[src/verilog/lcd_i2c_config.svh]
`ifndef LCD_I2C_CONFIG_SVH
`define LCD_I2C_CONFIG_SVH

// clk cycles per quarter of an scl period
`define LCD_I2C_CLK_DIV 4

// pcf8574 style backpack
`define LCD_I2C_DEF_ADDR 7'h27

`define LCD_I2C_REG_REQ 2'd0
`define LCD_I2C_REG_STAT 2'd1
`define LCD_I2C_REG_CTRL 2'd2

`endif
[src/verilog/lcd_i2c_pkg.sv]
package lcd_i2c_pkg;

    // kind = 1
    typedef struct packed {
        logic       kind;
        logic [1:0] unused;
        logic [3:0] column;
        logic       line;
        logic [7:0] code;
    } lcd_char_t;

    // kind = 0
    typedef struct packed {
        logic       kind;
        logic [5:0] unused;
        logic       rs;
        logic [7:0] data;
    } lcd_raw_t;

    // low half of the request word, bit 15 picks the view
    typedef union packed {
        lcd_char_t chr;
        lcd_raw_t  raw;
    } lcd_req_u;

    typedef enum logic [2:0] {
        I2C_IDLE,
        I2C_START,
        I2C_SHIFT,
        I2C_ACK,
        I2C_STOP
    } i2c_state_e;

endpackage

[src/verilog/lcd_i2c_top.sv]
`timescale 1ns/1ps

module lcd_i2c_top import lcd_i2c_pkg::*; (
    input  logic        clk,
    input  logic        rst,
    input  logic [1:0]  adr,
    input  logic [31:0] dat_w,
    output logic [31:0] dat_r,
    input  logic        we,
    input  logic        stb,
    input  logic        cyc,
    output logic        ack,
    output logic        scl_oe,
    output logic        sda_oe,
    input  logic        sda_in,
    output logic        busy
);

    lcd_req_u   req_word;
    logic       req_valid;
    logic       req_ready;
    logic       backlight;
    logic [6:0] target_addr;
    logic       nack_event;
    logic       txn_start;
    logic [7:0] txn_byte;
    logic       txn_last;
    logic       byte_req;
    logic       txn_done;
    logic       nack;

    lcd_wb_regs u_lcd_wb_regs (
        .clk         (clk),
        .rst         (rst),
        .adr         (adr),
        .dat_w       (dat_w),
        .we          (we),
        .stb         (stb),
        .cyc         (cyc),
        .dat_r       (dat_r),
        .ack         (ack),
        .busy        (busy),
        .nack_event  (nack_event),
        .req_valid   (req_valid),
        .req_word    (req_word),
        .backlight   (backlight),
        .target_addr (target_addr),
        .req_ready   (req_ready)
    );

    lcd_sequencer u_lcd_sequencer (
        .clk        (clk),
        .rst        (rst),
        .req_valid  (req_valid),
        .req_word   (req_word),
        .backlight  (backlight),
        .req_ready  (req_ready),
        .busy       (busy),
        .txn_start  (txn_start),
        .txn_byte   (txn_byte),
        .txn_last   (txn_last),
        .byte_req   (byte_req),
        .txn_done   (txn_done),
        .nack       (nack),
        .nack_event (nack_event)
    );

    i2c_byte_master u_i2c_byte_master (
        .clk         (clk),
        .rst         (rst),
        .txn_start   (txn_start),
        .target_addr (target_addr),
        .txn_byte    (txn_byte),
        .txn_last    (txn_last),
        .byte_req    (byte_req),
        .txn_done    (txn_done),
        .nack        (nack),
        .scl_oe      (scl_oe),
        .sda_oe      (sda_oe),
        .sda_in      (sda_in)
    );

endmodule

[src/verilog/i2c_byte_master.sv]
`timescale 1ns/1ps
`include "lcd_i2c_config.svh"

module i2c_byte_master import lcd_i2c_pkg::*; (
    input  logic       clk,
    input  logic       rst,
    input  logic       txn_start,
    input  logic [6:0] target_addr,
    input  logic [7:0] txn_byte,
    input  logic       txn_last,
    output logic       byte_req,
    output logic       txn_done,
    output logic       nack,
    output logic       scl_oe,
    output logic       sda_oe,
    input  logic       sda_in
);

    localparam int DIV   = `LCD_I2C_CLK_DIV;
    localparam int DIV_W = (DIV > 1) ? $clog2(DIV) : 1;

    i2c_state_e       state;
    logic [DIV_W-1:0] div_cnt;
    logic [1:0]       q;          // quarter within the scl bit
    logic             tick;
    logic [2:0]       bit_cnt;
    logic [7:0]       shreg;
    logic             last_byte;
    logic             stop_next;
    logic             load_addr;
    logic             load_data;
    logic             shift_en;

    assign tick = (div_cnt == DIV_W'(DIV - 1));

    assign load_addr = (state == I2C_IDLE) && txn_start;
    assign shift_en  = (state == I2C_SHIFT) && tick && (q == 2'd3);
    assign load_data = (state == I2C_ACK) && tick && (q == 2'd3) && !stop_next;

    // sequencer answers on the next clock, well before load_data
    assign byte_req = (state == I2C_ACK) && tick && (q == 2'd2) && !sda_in && !last_byte;

    always_comb begin
        case (state)
            I2C_START:                    scl_oe = (q == 2'd3);
            I2C_SHIFT, I2C_ACK, I2C_STOP: scl_oe = (q < 2'd2); // low half first
            default:                      scl_oe = 1'b0;
        endcase
    end

    always_ff @(posedge clk or posedge rst) begin
        if (rst) begin
            state     <= I2C_IDLE;
            div_cnt   <= '0;
            q         <= 2'd0;
            bit_cnt   <= 3'd0;
            sda_oe    <= 1'b0;
            last_byte <= 1'b0;
            stop_next <= 1'b0;
            txn_done  <= 1'b0;
            nack      <= 1'b0;
        end else begin
            txn_done <= 1'b0;
            if (state == I2C_IDLE) begin
                div_cnt <= '0;
                q       <= 2'd0;
                if (txn_start) begin
                    state     <= I2C_START;
                    nack      <= 1'b0;
                    last_byte <= 1'b0;
                    stop_next <= 1'b0;
                end
            end else begin
                div_cnt <= tick ? '0 : div_cnt + 1'b1;
                if (tick) begin
                    q <= q + 2'd1;
                    case (state)
                        I2C_START: begin
                            if (q == 2'd0) begin
                                sda_oe <= 1'b1; // sda falls while scl high
                            end
                            if (q == 2'd3) begin
                                state   <= I2C_SHIFT;
                                bit_cnt <= 3'd0;
                            end
                        end
                        I2C_SHIFT: begin
                            if (q == 2'd0) begin
                                sda_oe <= ~shreg[7]; // msb first
                            end
                            if (q == 2'd3) begin
                                bit_cnt <= bit_cnt + 3'd1;
                                if (bit_cnt == 3'd7) begin
                                    state <= I2C_ACK;
                                end
                            end
                        end
                        I2C_ACK: begin
                            if (q == 2'd0) begin
                                sda_oe <= 1'b0; // target drives ack
                            end
                            if (q == 2'd2) begin
                                nack      <= sda_in;
                                stop_next <= sda_in || last_byte;
                            end
                            if (q == 2'd3) begin
                                if (stop_next) begin
                                    state <= I2C_STOP;
                                end else begin
                                    state     <= I2C_SHIFT;
                                    last_byte <= txn_last;
                                end
                            end
                        end
                        I2C_STOP: begin
                            if (q == 2'd0) begin
                                sda_oe <= 1'b1;
                            end
                            if (q == 2'd2) begin
                                sda_oe <= 1'b0; // sda rises while scl high
                            end
                            if (q == 2'd3) begin
                                state    <= I2C_IDLE;
                                txn_done <= 1'b1;
                            end
                        end
                        default: state <= I2C_IDLE;
                    endcase
                end
            end
        end
    end

    always_ff @(posedge clk) begin
        if (load_addr) begin
            shreg <= {target_addr, 1'b0}; // write bit
        end else if (load_data) begin
            shreg <= txn_byte;
        end else if (shift_en) begin
            shreg <= {shreg[6:0], 1'b0};
        end
    end

endmodule

[src/verilog/lcd_sequencer.sv]
`timescale 1ns/1ps

module lcd_sequencer import lcd_i2c_pkg::*; (
    input  logic       clk,
    input  logic       rst,
    input  logic       req_valid,
    input  lcd_req_u   req_word,
    input  logic       backlight,
    output logic       req_ready,
    output logic       busy,
    output logic       txn_start,
    output logic [7:0] txn_byte,
    output logic       txn_last,
    input  logic       byte_req,
    input  logic       txn_done,
    input  logic       nack,
    output logic       nack_event
);

    lcd_req_u   req_q;    // held request
    logic       second;   // character byte of a char request
    logic [1:0] beat;     // expander byte index
    logic [7:0] lcd_byte;
    logic       lcd_rs;
    logic [3:0] nibble;
    logic       accept;
    logic       more;

    assign req_ready  = !busy;
    assign accept     = req_valid && req_ready;
    assign nack_event = txn_done && nack;

    // address command done, character still to send
    assign more = req_q.chr.kind && !second;

    always_comb begin
        if (req_q.chr.kind && !second) begin
            lcd_byte = {1'b1, req_q.chr.line, 2'b00, req_q.chr.column}; // set ddram address
            lcd_rs   = 1'b0;
        end else if (req_q.chr.kind) begin
            lcd_byte = req_q.chr.code;
            lcd_rs   = 1'b1;
        end else begin
            lcd_byte = req_q.raw.data;
            lcd_rs   = req_q.raw.rs;
        end
        nibble = beat[1] ? lcd_byte[3:0] : lcd_byte[7:4]; // high nibble first
    end

    always_ff @(posedge clk or posedge rst) begin
        if (rst) begin
            busy      <= 1'b0;
            txn_start <= 1'b0;
            second    <= 1'b0;
        end else begin
            txn_start <= 1'b0;
            if (accept) begin
                busy      <= 1'b1;
                txn_start <= 1'b1;
                second    <= 1'b0;
            end else if (txn_done) begin
                if (!nack && more) begin
                    second    <= 1'b1;
                    txn_start <= 1'b1;
                end else begin
                    busy <= 1'b0; // done, or rest dropped on nack
                end
            end
        end
    end

    always_ff @(posedge clk or posedge rst) begin
        if (rst) begin
            beat     <= 2'd0;
            txn_last <= 1'b0;
        end else if (txn_start) begin
            beat     <= 2'd0;
            txn_last <= 1'b0;
        end else if (byte_req) begin
            beat     <= beat + 2'd1;
            txn_last <= (beat == 2'd3);
        end
    end

    always_ff @(posedge clk) begin
        if (accept) begin
            req_q <= req_word;
        end
        if (byte_req) begin
            // d7..d4, bl, en, rw, rs
            txn_byte <= {nibble, backlight, ~beat[0], 1'b0, lcd_rs};
        end
    end

endmodule

[src/verilog/lcd_wb_regs.sv]
`timescale 1ns/1ps
`include "lcd_i2c_config.svh"

module lcd_wb_regs import lcd_i2c_pkg::*; (
    input  logic        clk,
    input  logic        rst,
    input  logic [1:0]  adr,
    input  logic [31:0] dat_w,
    input  logic        we,
    input  logic        stb,
    input  logic        cyc,
    output logic [31:0] dat_r,
    output logic        ack,
    input  logic        busy,
    input  logic        nack_event,
    output logic        req_valid,
    output lcd_req_u    req_word,
    output logic        backlight,
    output logic [6:0]  target_addr,
    input  logic        req_ready
);

    logic access;
    logic req_wr;
    logic ctrl_wr;
    logic stat_wr;
    logic nack_err;

    // ack blocks a second hit while stb is still high
    assign access = cyc && stb && !ack;
    assign req_wr = we && (adr == `LCD_I2C_REG_REQ);

    assign ctrl_wr = access && we && (adr == `LCD_I2C_REG_CTRL);
    assign stat_wr = access && we && (adr == `LCD_I2C_REG_STAT);

    assign req_valid = access && req_wr;
    assign req_word  = dat_w[15:0];

    always_ff @(posedge clk or posedge rst) begin
        if (rst) begin
            ack <= 1'b0;
        end else begin
            ack <= access && (!req_wr || req_ready); // request writes wait for the sequencer
        end
    end

    always_ff @(posedge clk or posedge rst) begin
        if (rst) begin
            backlight   <= 1'b0;
            target_addr <= `LCD_I2C_DEF_ADDR;
        end else if (ctrl_wr) begin
            backlight   <= dat_w[0];
            target_addr <= dat_w[14:8];
        end
    end

    always_ff @(posedge clk or posedge rst) begin
        if (rst) begin
            nack_err <= 1'b0;
        end else if (nack_event) begin
            nack_err <= 1'b1; // set wins over clear
        end else if (stat_wr && dat_w[1]) begin
            nack_err <= 1'b0;
        end
    end

    always_comb begin
        dat_r = 32'd0;
        case (adr)
            `LCD_I2C_REG_STAT: dat_r = {30'd0, nack_err, busy};
            `LCD_I2C_REG_CTRL: dat_r = {17'd0, target_addr, 7'd0, backlight};
            default:           dat_r = 32'd0;
        endcase
    end

endmodule

[config.mk]
export PLATFORM = sky130hd
export DESIGN_NAME = lcd_i2c_top
export DESIGN_NICKNAME = d
export VERILOG_FILES = /design/src/verilog/lcd_i2c_pkg.sv /design/src/verilog/lcd_i2c_top.sv /design/src/verilog/i2c_byte_master.sv /design/src/verilog/lcd_sequencer.sv /design/src/verilog/lcd_wb_regs.sv
export VERILOG_INCLUDE_DIRS = /design/src /design/src/verilog
export SDC_FILE = /design/constraint.sdc
export NUM_CORES = 1
export LEC_CHECK = 0
export BUFFER_PORTS_ARGS = -buffer_cell sky130_fd_sc_hd__buf_2
export CORE_ASPECT_RATIO = 0.7
export CORE_UTILIZATION = 48
export DETAILED_ROUTE_END_ITERATION = 10
export PLACE_DENSITY_LB_ADDON = 0.08
export SYNTH_ARGS = -nofsm -noshare
export SYNTH_HDL_FRONTEND = slang
export SYNTH_SLANG_ARGS = --single-unit
[constraint.sdc]
create_clock -name clk -period 2.55 [get_ports clk]
set_clock_uncertainty 0.2 [all_clocks]
set_input_delay 0.6375 -clock clk [delete_from_list [all_inputs] [get_ports clk]]
set_output_delay 0.6375 -clock clk [all_outputs]
set_load 0.05 [all_outputs]
---- Yosys cells after proc, flatten, opt, wreduce, memory -nomap -nowiden ----
Index checks and enable logic that the tools add are counted.
storage, ports and cells
  register bits after elaboration ......... 62
  input bits .............................. 40
  output and inout port bits .............. 36
  logic and storage cells ................. 171
cells by class
  $add $sub $neg .......................... 4
  order comparisons ....................... 1
  equal/unequal tests ..................... 23
  muxes and demuxes ....................... 62
  bitwise gates (word level) .............. 3
  reduce and logical (&&, ||, !) cells .... 55
operators by type and width
  kind                                                                    number
  1-bit two-way mux                                                       36
  8-bit two-way mux                                                       4
  3-bit two-way mux                                                       10
  15-bit case mux with 2 select lines                                     1
  1-bit logical AND                                                       22
  2-bit nonzero test                                                      10
  5-bit AND reduction                                                     3
  2-bit two-way mux                                                       6
  3-bit case mux with 4 select lines                                      1
  2-bit equality test (second input constant)                             5
  2-bit != test (second input constant)                                   5
  3-bit by 2-bit != test with 1-bit output (second input constant)        3
  1-bit logical NOT                                                       8
  7-bit AND reduction                                                     1
  2-bit by 1-bit adder with 2-bit output (second input constant)          3
  3-bit by 2-bit equality test with 1-bit output (second input constant)  2
  3-bit equality test (second input constant)                             2
  3-bit by 1-bit != test with 1-bit output (second input constant)        2
  3-bit case mux with 2 select lines                                      1
  2-bit logical NOT                                                       2
  4-bit two-way mux                                                       1
  2-bit by 1-bit != test with 1-bit output (second input constant)        2
  1-bit case mux with 4 select lines                                      1
  2-bit AND reduction                                                     2
  other kinds (12)                                                        15

---- Depth between registers and ports, before layout ----
  depth after elaboration ................. 7
  mapped depth ............................ 5
  mapped depth without buffers ............ 5

---- Cells and area by module ----
Synthesis repeated with hierarchy kept, for this count alone.
second synthesis, totals
  cell total of the unflattened synthesis .. 293
  area total of the unflattened synthesis .. 3245.6 um2
modules (own cells, without submodules)
  module           instances  cells each  area an instance (um2)  sequential area each (um2)
  i2c_byte_master  1          143         1365.1                  605.6
  lcd_sequencer    1          66          1028.5                  780.7
  lcd_wb_regs      1          84          852.1                   255.2

---- Least setup slack after synthesis ----
No wires, ideal clock.
  kind .................................... register to output
  start point ............................. register u_i2c_byte_master.state[0]
  end point ............................... output port scl_oe
  arrival time ............................ 1.749 ns
  required time ........................... 1.712 ns
  path slack .............................. -0.036 ns
  stages on the path, launching flop included .. 6
  buffers on the path ..................... 2
  path through ............................ dfrtp_1 > buf_2 > buf_2 > nor3b_1 > a31oi_1 > o22ai_1
on the way
  longest elaborated chain between the ends .. 3
  elaborated cells between the ends (all ways) .. 6
  classes of those cells .................. 4 x eq/ne; 1 x mux; 1 x reduce/logical
ends and longest elaborated chain
  element                                                                                RTL line               RTL
  start: declaration                                                                     i2c_byte_master.sv:22  i2c_state_e state;
  start signal: assignment                                                               i2c_byte_master.sv:53  state <= I2C_IDLE;
  start signal: assignment                                                               i2c_byte_master.sv:68  state <= I2C_START;
  start signal: assignment                                                               i2c_byte_master.sv:83  state <= I2C_SHIFT;
  3-bit equality test or 3-bit by 2-bit equality test with 1-bit output (tied branches)  i2c_byte_master.sv:44  case (state)
  3-bit OR reduction                                                                     i2c_byte_master.sv:44
  1-bit case mux with 2 select lines *                                                   i2c_byte_master.sv:44
  end: declaration                                                                       lcd_i2c_top.sv:13      output logic scl_oe,
Every way passes the cells marked *; elsewhere a longest branch is shown, timed or not.

---- Worst setup path after layout ----
  start point ............................. register u_i2c_byte_master.q[0]
  end point ............................... output port scl_oe
on the way
  longest elaborated chain between the ends .. 2
  elaborated cells between the ends (all ways) .. 3
  classes of those cells .................. 1 x order compare; 1 x eq/ne; 1 x mux
ends and longest elaborated chain
  element                                                            RTL line                                      RTL
  start: declaration                                                 i2c_byte_master.sv:24                         logic [1:0] q;
  start signal: assignment                                           i2c_byte_master.sv:76                         q <= q + 2'd1;
  2-bit less-than comparator or 2-bit equality test (tied branches)  i2c_byte_master.sv:46, i2c_byte_master.sv:45
  1-bit case mux with 2 select lines *                               i2c_byte_master.sv:44
Marks and branches as above.

==> results.py <==
metrics = {
    "outcome": {
        "status": "completed",
    },
    "detailed_routing": {
        "drc": 0,
        "ant_nets": 0,
        "drt-initial-drc-count": 128,
        "firstDrtPassIters": 6,
        "routedWlPerCell_um": 14.5,
        "wl_um": 5740,
        "via_count": 2065,
        "vias_per_cell": 5.21,
    },
    "global_routing": {
        "grt_pass1_vias": 1978,
        "antenna_found_initial": 0,
        "grt_max_degree": 32,
        "track_usage_pct": 18.8,
        "overflow": 0,
        "grt_pass1_wl_um": 9710,
    },
    "sta": {
        "finalWorstSetupSlack_ns": 0.0839,
        "period_needed_ns": 2.47,
        "fin_crit_sh_pct": 96.7,
        "drv_slew": 0,
        "setup_violations": 0,
        "maxSlewHeadroom_pct": 58.5,
        "worstMarginPinSlew_ns": 0.621,
        "setup_tns_ns": 0,
        "rsz0062_at_grt": "false",
        "fmax_mhz": 405,
        "finalHoldViolations": 0,
    },
    "synthesis": {
        "synthArstFlopShare_pct": 51.7,
        "synthCells": 267,
        "synthMuxAreaShare_pct": 7.22,
        "synthTopCellsByArea": "edfxtp_1 27%, dfrtp_1 22%, buf_4 5.5%",
        "yosys_warnings": 0,
        "synth_top_family_by_area": "simple AND/OR/NAND/NOR gates",
        "avgSynthCellArea_sq_um": 11.7,
        "synth.cell_area_sq_mm": 0.00312,
        "synthDominantCellAreaShare_pct": 26.9,
        "synth_cell_types": 55,
        "yosys.area.top_type": "edfxtp_1",
        "synth_flop_cell": "edfxtp_1",
        "synth_simple_gate_area_share_pct": 14.5,
        "synth-edff-count": 28,
        "synth-xor-area-share_pct": 0.281,
        "synth_fa_ha_area_share_pct": 4.01,
        "ys_seq_area_share_pct": 52.6,
        "synth_compound_gate_area_share_pct": 11.4,
        "ys_ff_latch": 60,
    },
    "setup_path": {
        "rrSetupSlack_ns": 0.41,
        "worst-path-max-fanout": 8,
        "worst-endpoint-arrival_ns": 1.63,
        "reg2reg_depth": 5,
        "worstPathRequired_ns": 1.71,
        "end_kind": "primary output",
        "critPathLaunchType": "flop",
        "crit_type": "reg2out",
    },
    "clocking": {
        "holdBufCountCts": 0,
        "cts.sinks": 60,
        "numCtsBuffers": 9,
        "cts_resized": 0,
        "cts_tree": "done",
        "cts_root_buffer": "clkbuf_8",
        "worstSkewPairLatency_ns": 0.33,
        "clock_path_buffers": 2,
        "postCtsSetupBuffers": 0,
        "clk_pin_slew_ns": 0.06,
        "h-tree-depth": 3,
    },
    "hold_path": {
        "hp-class": "in2async",
    },
    "floorplan": {
        "rows": 24,
        "initial_core_util_pct": 50.0,
        "die_area_sq_mm": 0.00683,
        "coreArea_sq_mm": 0.00625,
        "io_pins": 76,
        "die_x_um": 98.4,
        "die_y_um": 69.5,
    },
    "placed_design": {
        "gp_congestion": 0.756,
        "hpwl_um": 4160,
        "pre_cts_ws_ns": 0.144,
        "portBuffers": 36,
    },
    "pwr": {
        "ir_worst_vdd_mv": 0.387,
        "power-per-cell-area_mw_per_mm2": 757,
        "finalPower_mw": 2.66,
        "p_leak_nw": 1.52,
    },
    "run": {
        "drv_cap": 0,
    },
    "layout": {
        "diodes": 0,
        "syn_to_final_growth_pct": 12.6,
        "layout-drive-gt1-share_pct": 28.6,
        "nFillCells": 529,
        "nets": 363,
    },
}
[logic make-up after synthesis]
group | Yosys count
adder cells (fa/ha/maj) | 10
flip-flops | 60
buffers and inverters | 53
AND/OR/NAND/NOR | 76
other | 1
AO/OA/AOI/OAI | 46
multiplexers | 20
XOR/XNOR | 1
[synthesized netlist by cell type (3+ instances only)]
cell type,n
a31oi_1,4
ha_1,10
buf_2,6
nor2_1,9
nand2_1,22
and2_1,9
nand2b_1,8
dfstp_2,4
inv_1,18
o211ai_1,8
nand3_1,5
clkbuf_1,3
mux2i_1,9
mux2_2,10
buf_4,23
edfxtp_1,28
nor3_1,4
o21ai_0,9
o211ai_2,6
a21oi_1,4
dfrtp_1,27
[placed cells by master, fill, tap and decap left out, drive strengths merged, types with 2 or more instances in the layout]
| cell | n |
|---|---|
| or3 | 2 |
| nand3 | 5 |
| a31oi | 4 |
| clkinv | 2 |
| nand2 | 22 |
| or2 | 2 |
| a21o | 2 |
| conb | 23 |
| clkbuf | 14 |
| ha | 10 |
| nor3b | 2 |
| nor3 | 4 |
| and3b | 2 |
| mux2 | 10 |
| o21ai | 10 |
| inv | 18 |
| dfrtp | 27 |
| and2 | 9 |
| a21oi | 4 |
| dfstp | 4 |
| buf | 48 |
| nand2b | 9 |
| nor2b | 2 |
| edfxtp | 28 |
| o211ai | 14 |
| mux2i | 9 |
| o22ai | 2 |
| nor2 | 9 |
[state kept, by name, summed over array words and instances (netlist names)]
signal                       count
u_i2c_byte_master.state          3
u_lcd_sequencer.req_q           14
u_i2c_byte_master.txn_done       1
u_lcd_sequencer.txn_byte         7
u_lcd_sequencer.second           1
u_i2c_byte_master.shreg          8
u_lcd_sequencer.busy             1
u_i2c_byte_master.bit_cnt        3
u_lcd_wb_regs.ack                1
u_i2c_byte_master.div_cnt        2
u_i2c_byte_master.last_byte      1
u_lcd_wb_regs.nack_err           1
u_lcd_wb_regs.backlight          1
u_lcd_wb_regs.target_addr        7
u_i2c_byte_master.nack           1
u_i2c_byte_master.stop_next      1
u_i2c_byte_master.q              2
u_lcd_sequencer.txn_start        1
u_lcd_sequencer.beat             2
u_lcd_sequencer.txn_last         1
u_i2c_byte_master.sda_oe         1
[layer usage]
layer | track usage, % | vias to the layer above | share of wire, %
met5 | 0 | - | 0
met4 | 6.97 | 0 | 0.96
met3 | 5.44 | 6 | 5.0
met2 | 26.0 | 67 | 41
met1 | 28.0 | 997 | 53
li1 | - | 995 | -
[cell type report]
class | instances | area [sq um] | share of cell area (%)
clock buffers | 14 | 163 | 4.63
clock inverters | 2 | 10.0 | 0.285
inverters | 18 | 67.6 | 1.92
multi-input cells | 176 | 1260 | 35.9
flip-flops and latches | 60 | 1640 | 46.8
well taps | 78 | 97.6 | 2.78
repair buffers | 48 | 270 | 7.69
[report_power, final]
part           total (mW)  internal [mW]  switching, mW  leakage, nW
logic               0.663          0.232          0.431        0.786
registers            1.24           1.14          0.107        0.645
clock network       0.753          0.404          0.349       0.0905
[metrics by stage]
stage	hold WS (ns)	util (%)	cell area, sq um	cells
finish	0.181	56.3	3510	396
detailed placement	0.229	53.5	3340	380
CTS	0.191	56.2	3510	396
global placement	0.236	53.5	3340	380
floorplan	0.215	-	3210	289
global route	0.223	56.3	3510	396
[final timing paths]
path,startpoint,end
hold / removal,rst,u_i2c_byte_master.q[1]
min in group clk,u_i2c_byte_master.div_cnt[0],u_i2c_byte_master.div_cnt[0]
hold reg to reg,u_i2c_byte_master.div_cnt[0],u_i2c_byte_master.div_cnt[0]
max in group asynchronous,rst,u_lcd_wb_regs.target_addr[5]
setup reg to reg,u_i2c_byte_master.q[0],u_i2c_byte_master.shreg[2]
setup / recovery,u_i2c_byte_master.q[0],scl_oe
[critical path: stages (launching register included)]
cell and delay [ns]:
dfrtp_1 0.38, ha_1 0.35, a31oi_1 0.15, o22ai_2 0.13
buf_2 0.29
No activity file was read; power rests on OpenSTA's default activity.
